**src/rv_params.svh**
```systemverilog
////////////////////////////////////////
// core-wide widths, reset pc and kept opcodes
// include wherever a width or opcode value is needed
////////////////////////////////////////
`ifndef RV_PARAMS_SVH
`define RV_PARAMS_SVH

`define RV_XLEN      32
`define RV_REG_COUNT 32
`define RV_REG_AW    5
`define RV_RESET_PC  32'h8000_0000   // first fetch address

// major opcodes that the core executes
`define RV_OP_OP     7'b0110011
`define RV_OP_OPIMM  7'b0010011
`define RV_OP_LUI    7'b0110111
`define RV_OP_AUIPC  7'b0010111
`define RV_OP_JAL    7'b1101111
`define RV_OP_JALR   7'b1100111
`define RV_OP_BRANCH 7'b1100011

`endif
```
**src/rv_pkg.sv**
```systemverilog
////////////////////////////////////////
// shared types of the rv32i core
// referenced by scoped name from each block
////////////////////////////////////////
`include "rv_params.svh"

package rv_pkg;

    // instruction classes that the core keeps
    typedef enum logic [2:0] {
        CLS_R,
        CLS_I,
        CLS_JALR,
        CLS_LUI,
        CLS_AUIPC,
        CLS_JAL,
        CLS_B,
        CLS_NONE    // anything not executed
    } inst_class_t;

    typedef enum logic [3:0] {
        ALU_ADD,
        ALU_SUB,
        ALU_SLL,
        ALU_SLT,
        ALU_SLTU,
        ALU_XOR,
        ALU_SRL,
        ALU_SRA,
        ALU_OR,
        ALU_AND
    } alu_op_t;

    // register format view
    typedef struct packed {
        logic [6:0]            funct7;
        logic [`RV_REG_AW-1:0] rs2;
        logic [`RV_REG_AW-1:0] rs1;
        logic [2:0]            funct3;
        logic [`RV_REG_AW-1:0] rd;
        logic [6:0]            opcode;
    } inst_r_t;

    // immediate format view
    typedef struct packed {
        logic [11:0]           imm12;
        logic [`RV_REG_AW-1:0] rs1;
        logic [2:0]            funct3;
        logic [`RV_REG_AW-1:0] rd;
        logic [6:0]            opcode;
    } inst_i_t;

    // one instruction word, two decodings
    typedef union packed {
        inst_r_t r;
        inst_i_t i;
    } inst_u;

    typedef struct packed {
        inst_class_t           cls;
        alu_op_t               alu_op;
        logic [2:0]            funct3;   // branch condition select
        logic [`RV_REG_AW-1:0] rd;
        logic [`RV_REG_AW-1:0] rs1;
        logic [`RV_REG_AW-1:0] rs2;
        logic [`RV_XLEN-1:0]   imm;      // sign extended for the class
    } dec_ctrl_t;

    typedef struct packed {
        logic [`RV_XLEN-1:0] target;
        logic                taken;
    } redirect_t;

    // what one instruction leaves behind
    typedef struct packed {
        logic [`RV_XLEN-1:0]   pc;
        logic [`RV_XLEN-1:0]   next_pc;
        logic [`RV_REG_AW-1:0] rd;
        logic                  we;
        logic [`RV_XLEN-1:0]   wdata;
    } commit_t;

endpackage

```
**src/rv_core.sv**
```systemverilog
////////////////////////////////////////
// rv32i core top, two cycles per instruction
// instruction memory sits outside with one-cycle latency
////////////////////////////////////////
`timescale 1ns/1ns
`include "rv_params.svh"

module rv_core (
    input  logic                clk,
    input  logic                reset,
    output logic                fetch_req,
    output logic [`RV_XLEN-1:0] fetch_addr,
    input  rv_pkg::inst_u       fetch_data,
    output logic                commit_valid,
    output rv_pkg::commit_t     commit
);

    rv_pkg::dec_ctrl_t   ctrl;
    rv_pkg::redirect_t   redirect;
    logic [`RV_XLEN-1:0] rdata1;
    logic [`RV_XLEN-1:0] rdata2;

    // fetch_addr doubles as the pc seen by execute
    rv_fetch u_fetch (
        .clk          (clk),
        .reset        (reset),
        .redirect     (redirect),
        .pc           (fetch_addr),
        .fetch_req    (fetch_req),
        .commit_valid (commit_valid)
    );

    rv_decode u_decode (
        .inst (fetch_data),
        .ctrl (ctrl)
    );

    rv_regfile u_regfile (
        .clk    (clk),
        .reset  (reset),
        .rs1    (ctrl.rs1),
        .rs2    (ctrl.rs2),
        .rdata1 (rdata1),
        .rdata2 (rdata2),
        .wr     (commit),
        .wr_en  (commit_valid)   // write lands at the end of wait
    );

    rv_execute u_execute (
        .ctrl     (ctrl),
        .pc       (fetch_addr),
        .rdata1   (rdata1),
        .rdata2   (rdata2),
        .redirect (redirect),
        .commit   (commit)
    );

endmodule

```
**src/rv_execute.sv**
```systemverilog
////////////////////////////////////////
// operand select, branch and jump resolution, writeback
// result leaves as one commit record
////////////////////////////////////////
`timescale 1ns/1ns
`include "rv_params.svh"

module rv_execute (
    input  rv_pkg::dec_ctrl_t   ctrl,
    input  logic [`RV_XLEN-1:0] pc,
    input  logic [`RV_XLEN-1:0] rdata1,
    input  logic [`RV_XLEN-1:0] rdata2,
    output rv_pkg::redirect_t   redirect,
    output rv_pkg::commit_t     commit
);

    logic [`RV_XLEN-1:0] alu_a;
    logic [`RV_XLEN-1:0] alu_b;
    logic [`RV_XLEN-1:0] alu_result;
    logic [`RV_XLEN-1:0] link;       // pc + 4
    logic                br_cond;
    logic                taken;
    logic [`RV_XLEN-1:0] target;
    logic                we;

    rv_alu u_alu (
        .a      (alu_a),
        .b      (alu_b),
        .op     (ctrl.alu_op),
        .result (alu_result)
    );

    assign link = pc + `RV_XLEN'd4;

    always_comb begin
        case (ctrl.cls)
            rv_pkg::CLS_R: begin
                alu_a = rdata1;
                alu_b = rdata2;
            end
            rv_pkg::CLS_I, rv_pkg::CLS_JALR: begin
                alu_a = rdata1;
                alu_b = ctrl.imm;
            end
            rv_pkg::CLS_LUI: begin
                alu_a = '0;
                alu_b = ctrl.imm;
            end
            default: begin      // auipc, jal, branches, and the unkept ones
                alu_a = pc;
                alu_b = ctrl.imm;
            end
        endcase
    end

    // branch condition from funct3
    always_comb begin
        case (ctrl.funct3)
            3'b000:  br_cond = (rdata1 == rdata2);
            3'b001:  br_cond = (rdata1 != rdata2);
            3'b100:  br_cond = ($signed(rdata1) < $signed(rdata2));
            3'b101:  br_cond = ($signed(rdata1) >= $signed(rdata2));
            3'b110:  br_cond = (rdata1 < rdata2);
            3'b111:  br_cond = (rdata1 >= rdata2);
            default: br_cond = 1'b0;
        endcase
    end

    assign taken = (ctrl.cls == rv_pkg::CLS_JAL) || (ctrl.cls == rv_pkg::CLS_JALR)
                 || (ctrl.cls == rv_pkg::CLS_B && br_cond);

    // jalr drops bit 0 of the sum
    assign target = (ctrl.cls == rv_pkg::CLS_JALR) ? {alu_result[`RV_XLEN-1:1], 1'b0}
                                                   : alu_result;

    assign we = (ctrl.cls != rv_pkg::CLS_B) && (ctrl.cls != rv_pkg::CLS_NONE);

    assign redirect.target = target;
    assign redirect.taken  = taken;

    always_comb begin
        commit.pc      = pc;
        commit.next_pc = taken ? target : link;
        commit.rd      = ctrl.rd;
        commit.we      = we;
        // jumps write the return address
        if (ctrl.cls == rv_pkg::CLS_JAL || ctrl.cls == rv_pkg::CLS_JALR) begin
            commit.wdata = link;
        end else begin
            commit.wdata = alu_result;
        end
    end

endmodule

```
**src/rv_regfile.sv**
```systemverilog
////////////////////////////////////////
// 32 x 32 general register file
// two combinational reads, one write at commit
////////////////////////////////////////
`timescale 1ns/1ns
`include "rv_params.svh"

module rv_regfile (
    input  logic                  clk,
    input  logic                  reset,
    input  logic [`RV_REG_AW-1:0] rs1,
    input  logic [`RV_REG_AW-1:0] rs2,
    output logic [`RV_XLEN-1:0]   rdata1,
    output logic [`RV_XLEN-1:0]   rdata2,
    input  rv_pkg::commit_t       wr,
    input  logic                  wr_en
);

    logic [`RV_XLEN-1:0] regs [`RV_REG_COUNT];

    always_ff @(posedge clk) begin
        if (reset) begin
            for (int i = 0; i < `RV_REG_COUNT; i++) begin
                regs[i] <= '0;
            end
        end else if (wr_en && wr.we && wr.rd != '0) begin   // x0 never written
            regs[wr.rd] <= wr.wdata;
        end
    end

    // x0 keeps its reset zero
    assign rdata1 = regs[rs1];
    assign rdata2 = regs[rs2];

endmodule

```
**src/rv_decode.sv**
```systemverilog
////////////////////////////////////////
// instruction decode into a control record
// purely combinational, fed by the fetched word
////////////////////////////////////////
`timescale 1ns/1ns
`include "rv_params.svh"

module rv_decode (
    input  rv_pkg::inst_u     inst,
    output rv_pkg::dec_ctrl_t ctrl
);

    logic [`RV_XLEN-1:0] w;        // raw bits for the scattered immediates
    rv_pkg::inst_class_t cls;
    rv_pkg::alu_op_t     alu_op;
    logic [`RV_XLEN-1:0] imm;

    assign w = inst;

    always_comb begin
        case (inst.r.opcode)
            `RV_OP_OP:     cls = rv_pkg::CLS_R;
            `RV_OP_OPIMM:  cls = rv_pkg::CLS_I;
            `RV_OP_JALR:   cls = rv_pkg::CLS_JALR;
            `RV_OP_LUI:    cls = rv_pkg::CLS_LUI;
            `RV_OP_AUIPC:  cls = rv_pkg::CLS_AUIPC;
            `RV_OP_JAL:    cls = rv_pkg::CLS_JAL;
            `RV_OP_BRANCH: cls = rv_pkg::CLS_B;
            default:       cls = rv_pkg::CLS_NONE;   // loads, stores, system
        endcase
    end

    // immediate per class
    always_comb begin
        case (cls)
            rv_pkg::CLS_I, rv_pkg::CLS_JALR:
                imm = {{20{inst.i.imm12[11]}}, inst.i.imm12};
            rv_pkg::CLS_B:
                imm = {{20{w[31]}}, w[7], w[30:25], w[11:8], 1'b0};
            rv_pkg::CLS_LUI, rv_pkg::CLS_AUIPC:
                imm = {w[31:12], 12'b0};
            rv_pkg::CLS_JAL:
                imm = {{12{w[31]}}, w[19:12], w[20], w[30:21], 1'b0};
            default:
                imm = '0;
        endcase
    end

    always_comb begin
        alu_op = rv_pkg::ALU_ADD;   // jumps, branches and upper imms add
        if (cls == rv_pkg::CLS_R || cls == rv_pkg::CLS_I) begin
            case (inst.r.funct3)
                3'b000: begin
                    // addi has no subtract form
                    if (cls == rv_pkg::CLS_R && inst.r.funct7[5]) begin
                        alu_op = rv_pkg::ALU_SUB;
                    end
                end
                3'b001: alu_op = rv_pkg::ALU_SLL;
                3'b010: alu_op = rv_pkg::ALU_SLT;
                3'b011: alu_op = rv_pkg::ALU_SLTU;
                3'b100: alu_op = rv_pkg::ALU_XOR;
                3'b101: alu_op = inst.r.funct7[5] ? rv_pkg::ALU_SRA : rv_pkg::ALU_SRL;
                3'b110: alu_op = rv_pkg::ALU_OR;
                default: alu_op = rv_pkg::ALU_AND;
            endcase
        end
    end

    always_comb begin
        ctrl.cls    = cls;
        ctrl.alu_op = alu_op;
        ctrl.funct3 = inst.r.funct3;
        ctrl.rd     = inst.r.rd;
        ctrl.rs1    = inst.r.rs1;
        ctrl.rs2    = inst.r.rs2;   // meaningless outside R and B, never written back
        ctrl.imm    = imm;
    end

endmodule

```
**src/rv_fetch.sv**
```systemverilog
////////////////////////////////////////
// pc register and two-state fetch sequencer
// idle requests the word, wait commits it
////////////////////////////////////////
`timescale 1ns/1ns
`include "rv_params.svh"

module rv_fetch (
    input  logic                clk,
    input  logic                reset,
    input  rv_pkg::redirect_t   redirect,
    output logic [`RV_XLEN-1:0] pc,
    output logic                fetch_req,
    output logic                commit_valid
);

    logic                run;        // set one cycle after reset drops
    logic                wait_q;     // 0 idle, 1 wait
    logic [`RV_XLEN-1:0] next_pc;

    // sequential or redirected target
    assign next_pc = redirect.taken ? redirect.target : pc + `RV_XLEN'd4;

    assign fetch_req    = run & ~wait_q;
    assign commit_valid = wait_q;

    always_ff @(posedge clk) begin
        if (reset) begin
            run    <= 1'b0;
            wait_q <= 1'b0;
            pc     <= `RV_RESET_PC;
        end else begin
            run <= 1'b1;
            if (fetch_req) begin
                wait_q <= 1'b1;
            end else if (wait_q) begin
                // instruction commits at this edge
                wait_q <= 1'b0;
                pc     <= next_pc;
            end
        end
    end

endmodule

```
**src/rv_alu.sv**
```systemverilog
////////////////////////////////////////
// integer ALU for the rv32i base set
////////////////////////////////////////
`timescale 1ns/1ns
`include "rv_params.svh"

module rv_alu (
    input  logic [`RV_XLEN-1:0] a,
    input  logic [`RV_XLEN-1:0] b,
    input  rv_pkg::alu_op_t     op,
    output logic [`RV_XLEN-1:0] result
);

    logic [4:0] shamt;   // only the low five bits shift

    assign shamt = b[4:0];

    always_comb begin
        case (op)
            rv_pkg::ALU_ADD:  result = a + b;
            rv_pkg::ALU_SUB:  result = a - b;
            rv_pkg::ALU_SLL:  result = a << shamt;
            rv_pkg::ALU_SLT:  result = {31'b0, $signed(a) < $signed(b)};
            rv_pkg::ALU_SLTU: result = {31'b0, a < b};
            rv_pkg::ALU_XOR:  result = a ^ b;
            rv_pkg::ALU_SRL:  result = a >> shamt;
            rv_pkg::ALU_SRA:  result = $unsigned($signed(a) >>> shamt);
            rv_pkg::ALU_OR:   result = a | b;
            rv_pkg::ALU_AND:  result = a & b;
            default:          result = '0;   // unused encodings
        endcase
    end

endmodule

```
**config.mk**
```make
export PLATFORM = sky130hd
export DESIGN_NAME = rv_core
export DESIGN_NICKNAME = d
export VERILOG_FILES = /design/src/rv_pkg.sv /design/src/rv_core.sv /design/src/rv_execute.sv /design/src/rv_regfile.sv /design/src/rv_decode.sv /design/src/rv_fetch.sv /design/src/rv_alu.sv
export VERILOG_INCLUDE_DIRS = /design/src
export SDC_FILE = /design/constraint.sdc
export NUM_CORES = 2
export LEC_CHECK = 0
export CAP_MARGIN = 25
export CORE_UTILIZATION = 65
export DETAILED_ROUTE_END_ITERATION = 7
export DONT_BUFFER_PORTS = 1
export PLACE_DENSITY = 0.85
export RECOVER_POWER = 100
export SKIP_LAST_GASP = 1
export SYNTH_ARGS = -nofsm -noshare
export SYNTH_HDL_FRONTEND = slang
export SYNTH_HIERARCHICAL = 1
export SYNTH_SLANG_ARGS = --single-unit
```
**constraint.sdc**
```tcl
create_clock -name clk -period 14 [get_ports clk]
set_input_delay 3.5 -clock clk [delete_from_list [all_inputs] [get_ports clk]]
set_output_delay 3.5 -clock clk [all_outputs]
set_load 0.02 [all_outputs]
```
=== Word level (Yosys, flattened, before mapping) ===
Memories as Yosys holds them, arrays and structs flattened.
Index checks and enable logic that the tools add are counted.

* Reductions and logical operators: 17
* Shifts and indexed selects: 3
* Equality and inequality tests: 33
* Bitwise logic cells: 6
* Magnitude comparators: 6
* Mux-type cells: 23
* Add/subtract/negate cells: 3

{| class="wikitable"
|+ Operator list
! kind !! count
|-
| one-hot mux 32 bit (10 select lines) || 1
|-
| < comparator 32 bit || 4
|-
| 2-to-1 mux 32 bit || 4
|-
| one-hot mux 32 bit (4 select lines) || 1
|-
| >= comparator 32 bit || 2
|-
| one-hot mux 32 bit (2 select lines) || 1
|-
| adder 32 x 3 -> 32 bit (second input constant) || 1
|-
| adder 32 bit || 1
|-
| bitwise AND 32 bit || 1
|-
| == test 32 bit || 1
|-
| inequality test 32 bit || 1
|-
| bitwise OR 32 bit || 1
|-
| OR reduction 32 bit || 1
|-
| << shifter 32 x 5 -> 32 bit || 1
|-
| >> shifter 32 x 5 -> 32 bit || 1
|-
| >>> shifter 32 x 5 -> 32 bit || 1
|-
| subtractor 32 bit || 1
|-
| XOR 32 bit || 1
|-
| one-hot mux 4 bit (7 select lines) || 1
|-
| == test 3 bit (second input constant) || 7
|-
| == test 7 bit (second input constant) || 3
|-
| one-hot mux 3 bit (7 select lines) || 1
|-
| == test 4 x 3 -> 1 bit (second input constant) || 4
|-
| == test 7 x 5 -> 1 bit (second input constant) || 2
|-
| other kinds (21) || 48
|}

* Word-level logic and storage cells: 95
* Register bits after elaboration: 34
* RAM bits: 1024
* Memories: 1

{| class="wikitable"
|+ Memory list
! memory !! depth !! bits a word !! read ports !! clocked after Yosys merged registers in !! write ports !! RTL line !! text
|-
| u_regfile.regs || 32 || 32 || 2 || 0 || 32 || rv_regfile.sv:19 || <nowiki>logic [`RV_XLEN-1:0] regs [`RV_REG_COUNT];</nowiki>
|}

=== Longest topological paths before layout ===
* Depth after elaboration: 11
* Mapped depth: 30

=== Modules after synthesis ===
The synthesis kept the hierarchy.

{| class="wikitable"
|+ Modules (own cells, without submodules)
! module !! sequential area each (µm²) !! area each (µm²) !! cells an instance !! instances
|-
| rv_regfile || 30749.5 || 55919.9 || 4608 || 1
|-
| rv_alu || 0.0 || 8300.5 || 1276 || 1
|-
| rv_execute || 0.0 || 3310.7 || 442 || 1
|-
| rv_fetch || 680.7 || 2089.5 || 274 || 1
|-
| rv_decode || 0.0 || 918.4 || 124 || 1
|}

=== Worst setup path before layout ===
No wires, ideal clock.

* Path type: in2out
* Start point: in fetch_data[3] (netlist name)
* End point: out commit[0] (netlist name)
* Path buffers: 6
* Stages: 24
* Setup slack: 0.755 ns
* Required time: 10.500 ns
* Arrival time: 9.745 ns
* Path through: buf_2 and3b_1 clkbuf_1 o21ai_0 nor3_1 clkbuf_1 mux2_2 buf_2 clkinv_1 buf_1 buf_1 ha_1 o21bai_1 a2111oi_1 nor3_1 o21a_1 o211ai_1 nand2_1 a2111oi_0 nor2_1 o31ai_1 nand2b_1 o31ai_1 a221oi_1

{| class="wikitable"
|+ RTL lines
! element !! RTL line !! text
|-
| from (decl) || rv_core.sv:13 || <nowiki>input rv_pkg::inst_u fetch_data,</nowiki>
|-
| to (decl) || rv_core.sv:15 || <nowiki>output rv_pkg::commit_t commit</nowiki>
|}

==> out/qor.csv <==
stage,metric,value,unit
route,drc,4,
final_layout,final-seq-area,31400,sq um
place,numPortBuffers,0,
global_routing,grt_max_degree,516,
place,gp_congestion,1.13,
synth,avgSynthCellArea,10.5,sq um
die,initial_utilization,65.7,%
final_layout,drive_gt1_share,7.70,%
synth,synth_simple_gate_area_share,17.2,%
sta,layout_min_cycle_time,13980,ps
setup_path,critical_path_class,in2out,
final_layout,final_area,74700,sq um
route,drt_first_pass_iters,8,
sta,slew-limit-headroom,-142,%
final_layout,nets,6592,
die,ioPinCount,170,
synth,synth_largest_area_cell,edfxtp_1,
route,postRouteAntennaNets,0,
synth,synth-edff-count,1024,
synth,synth_top_area_share,43.6,%
route,via_per_inst,7.37,
synth,synth_compound_area_share,12.1,%
synth,synth_adder_area_share,2.42,%
sta,rsz0062_at_grt,true,
synth,synth_xor_area_share,0.658,%
outcome,status,"complete, but fails checks",
setup_path,cp-end-kind,output port,
die,coreArea,107000,sq um
global_routing,grt_pass1_vias,55200,
power,powerDensity,102,nW/um^2
die,dieArea,110000,sq um
synth,synth_cell_types,109,
synth,netlist_top_cells_area,"edfxtp_1 44%, mux2i_1 16%, and2_1 8.9%",
synth,syn_area,70500,sq um
synth,synthMuxAreaShare,17.5,%
place,placed_area,71100,sq um
die,die_h,331,microns
sta,final_max_slew_viol_count,1481,
min_path,hold_class,reg2reg,
sta,fin_skew,53.4,ps
sta,setup_viol,0,
clock_tree,numClockSinks,1058,
synth,ys_seq_area_share,44.6,%
setup_path,crit_fanout,80,
sta,worstMarginPinSlew,3630,ps
clock_tree,post_cts_buffers,0,
clock_tree,cts_max_level,3,
clock_tree,clockBufferDepth,3,
sta,min_period_over_period,99.9,%
global_routing,grt_overflow,0,
place,hpwl,168000,microns
synth,async_reset_ff_share,0,%
synth,synth_flop_cell,edfxtp_1,
route,drtIter0Drc,9619,
clock_tree,numCtsBuffers,108,
clock_tree,clk_pin_slew,60,ps
clock_tree,cts_tree,done,
sta,hold_viol,0,
route,drt-met1-wl,92600,microns
power,leakagePower,29.6,nW
power,vdd_drop_max,0.144,mV
synth,synth_top_family_by_area,multiplexers,
final_layout,num-fill-cells,7774,
sta,tns,0,ps
setup_path,crit_required,10500,ps
setup_path,cp-start-kind,input pin,
clock_tree,insertion_delay,750,ps
global_routing,grt_pass1_wl,371000,microns
route,wire_per_inst,33.4,microns
setup_path,reg2reg_slack,6460,ps
die,rows,120,
sta,max_freq,71.5,MHz
final_layout,area_delta_synth_final,5.92,%
synth,yosys_warnings,6,
route,wl_met3,38300,microns
global_routing,track_usage,45.9,%
outcome,violations,"DRC, capacitance limit, slew limit",
flow_run,cap_violations,57,
final_layout,multi_input_area,35600,sq um
global_routing,antenna_found_initial,10,
setup_path,arrival,10480,ps
clock_tree,cts-root-buf,clkbuf_16,
route,postRouteWirelength,265000,microns
synth,synthCells,6724,
route,vias,58400,
synth,synth-seq-cells,1058,
route,wl_met2,112000,microns
die,die_w,331,microns
route,highest_layer,met5,
==> synthesized netlist by cell type, types with 27 or more instances <==
cell type and instances:
nand4_1 33, nand2_1 340, o21ai_0 137, and2_1 1003, dfxtp_1 34, o211ai_1 31, xnor2_1 35, nor2_1 254
buf_1 39, a21oi_1 352, clkbuf_2 28, clkbuf_1 345, buf_2 99, nor3_1 103, or2_2 39, mux2i_1 1104
nand2b_1 27, nand3_1 250, buf_4 125, a211oi_1 37, inv_1 149, a22o_1 169, mux2_2 62, ha_1 133
edfxtp_1 1024, a22oi_1 225, a31oi_1 87
==> critical path, stage by stage <==
cell	delay [ps]
buf_16	340
buf_16	300
clkbuf_16	560
mux2i_1	280
a22oi_1	150
a31oi_1	670
nand3_1	350
a22o_1	410
ha_1	290
nor3b_1	150
a211o_1	290
a21o_1	200
o21a_1	250
o211ai_1	340
nand2_1	130
a2111oi_0	470
nor2_1	270
o31ai_2	410
nand2b_1	170
o31ai_1	110
a221oi_4	500
==> stage by stage <==
step	worst slack [ps]	cells	util [%]	power, mW	hold WS (ps)
CTS	784	7889	69.5	7.46	737
finish	17.2	7925	69.6	7.62	775
detailed placement	814	7692	66.2	4.61	725
floorplan	755	6755	-	4.35	625
global route	-75.6	7916	69.6	7.75	797
global placement	931	7686	66.1	4.57	709
==> state kept, by name, summed over array words and instances, names as in the netlist <==
signal                count
u_fetch/commit_valid      1
u_fetch/pc               32
u_fetch/run               1
u_regfile/regs         1024
==> logic make-up after synthesis <==
group	count (synthesis)
buffers and inverters	814
multiplexers	1198
adder cells (fa/ha/maj)	135
AND/OR/NAND/NOR	2203
flip-flops	1058
AO/OA/AOI/OAI	1262
XOR/XNOR	53
other	1
==> metal layers <==
layer / vias up / GRT usage, %
li1: 24000 / -
met1: 28000 / 59.8
met2: 5297 / 67.8
met3: 1161 / 11.5
met4: 6 / 30.7
met5: - / 0
==> worst paths after layout <==
check                       startpoint               endpoint  depth (start not counted)
hold / removal             u_fetch/run   u_fetch/commit_valid                          2
setup / recovery        fetch_data[16]              commit[0]                         21
setup reg to reg  u_fetch/commit_valid  u_regfile/regs[2][26]                          7
hold reg to reg            u_fetch/run   u_fetch/commit_valid                          2
==> cell type report <==
cell class	instances	share of cell area, %
Tap cell	1403	2.35
Antenna cell	12	0.0402
Timing Repair Buffer	218	2.46
Multi-Input combinational cell	4883	47.6
Clock buffer	129	3.75
Clock inverter	68	0.943
Inverter	154	0.774
Sequential cell	1058	42.1
==> report_power, final <==
group / total [mW] / switching (mW) / internal, mW
Sequential: 3.65 / 0.0653 / 3.58
Combinational: 1.05 / 0.724 / 0.329
Clock: 2.92 / 1.29 / 1.63
Total: 7.62 / 2.08 / 5.54
==> layout by cell type, fill, tap and decap left out, types with 37 or more instances in the layout <==
master / Yosys / layout
edfxtp_1: 1024 / 1024
ha_1: 133 / 133
a22o_1: 169 / 169
buf_4: 125 / 127
and2_1: 1003 / 1002
a21oi_1: 352 / 335
clkbuf_1: 345 / 83
nor2_1: 254 / 242
nand3_1: 250 / 251
nor3_1: 103 / 107
a211oi_1: 37 / 37
inv_1: 149 / 149
a31oi_1: 87 / 85
o21ai_0: 137 / 136
a22oi_1: 225 / 225
clkbuf_16: 0 / 119
nand2_1: 340 / 340
mux2_2: 62 / 60
mux2i_1: 1104 / 1104
==> repair_timing <==
item	CTS	global route
gates resized for setup	0	5
hold buffers	0	0
setup endpoints to repair	0	64
No activity file was read; power rests on OpenSTA's default activity.
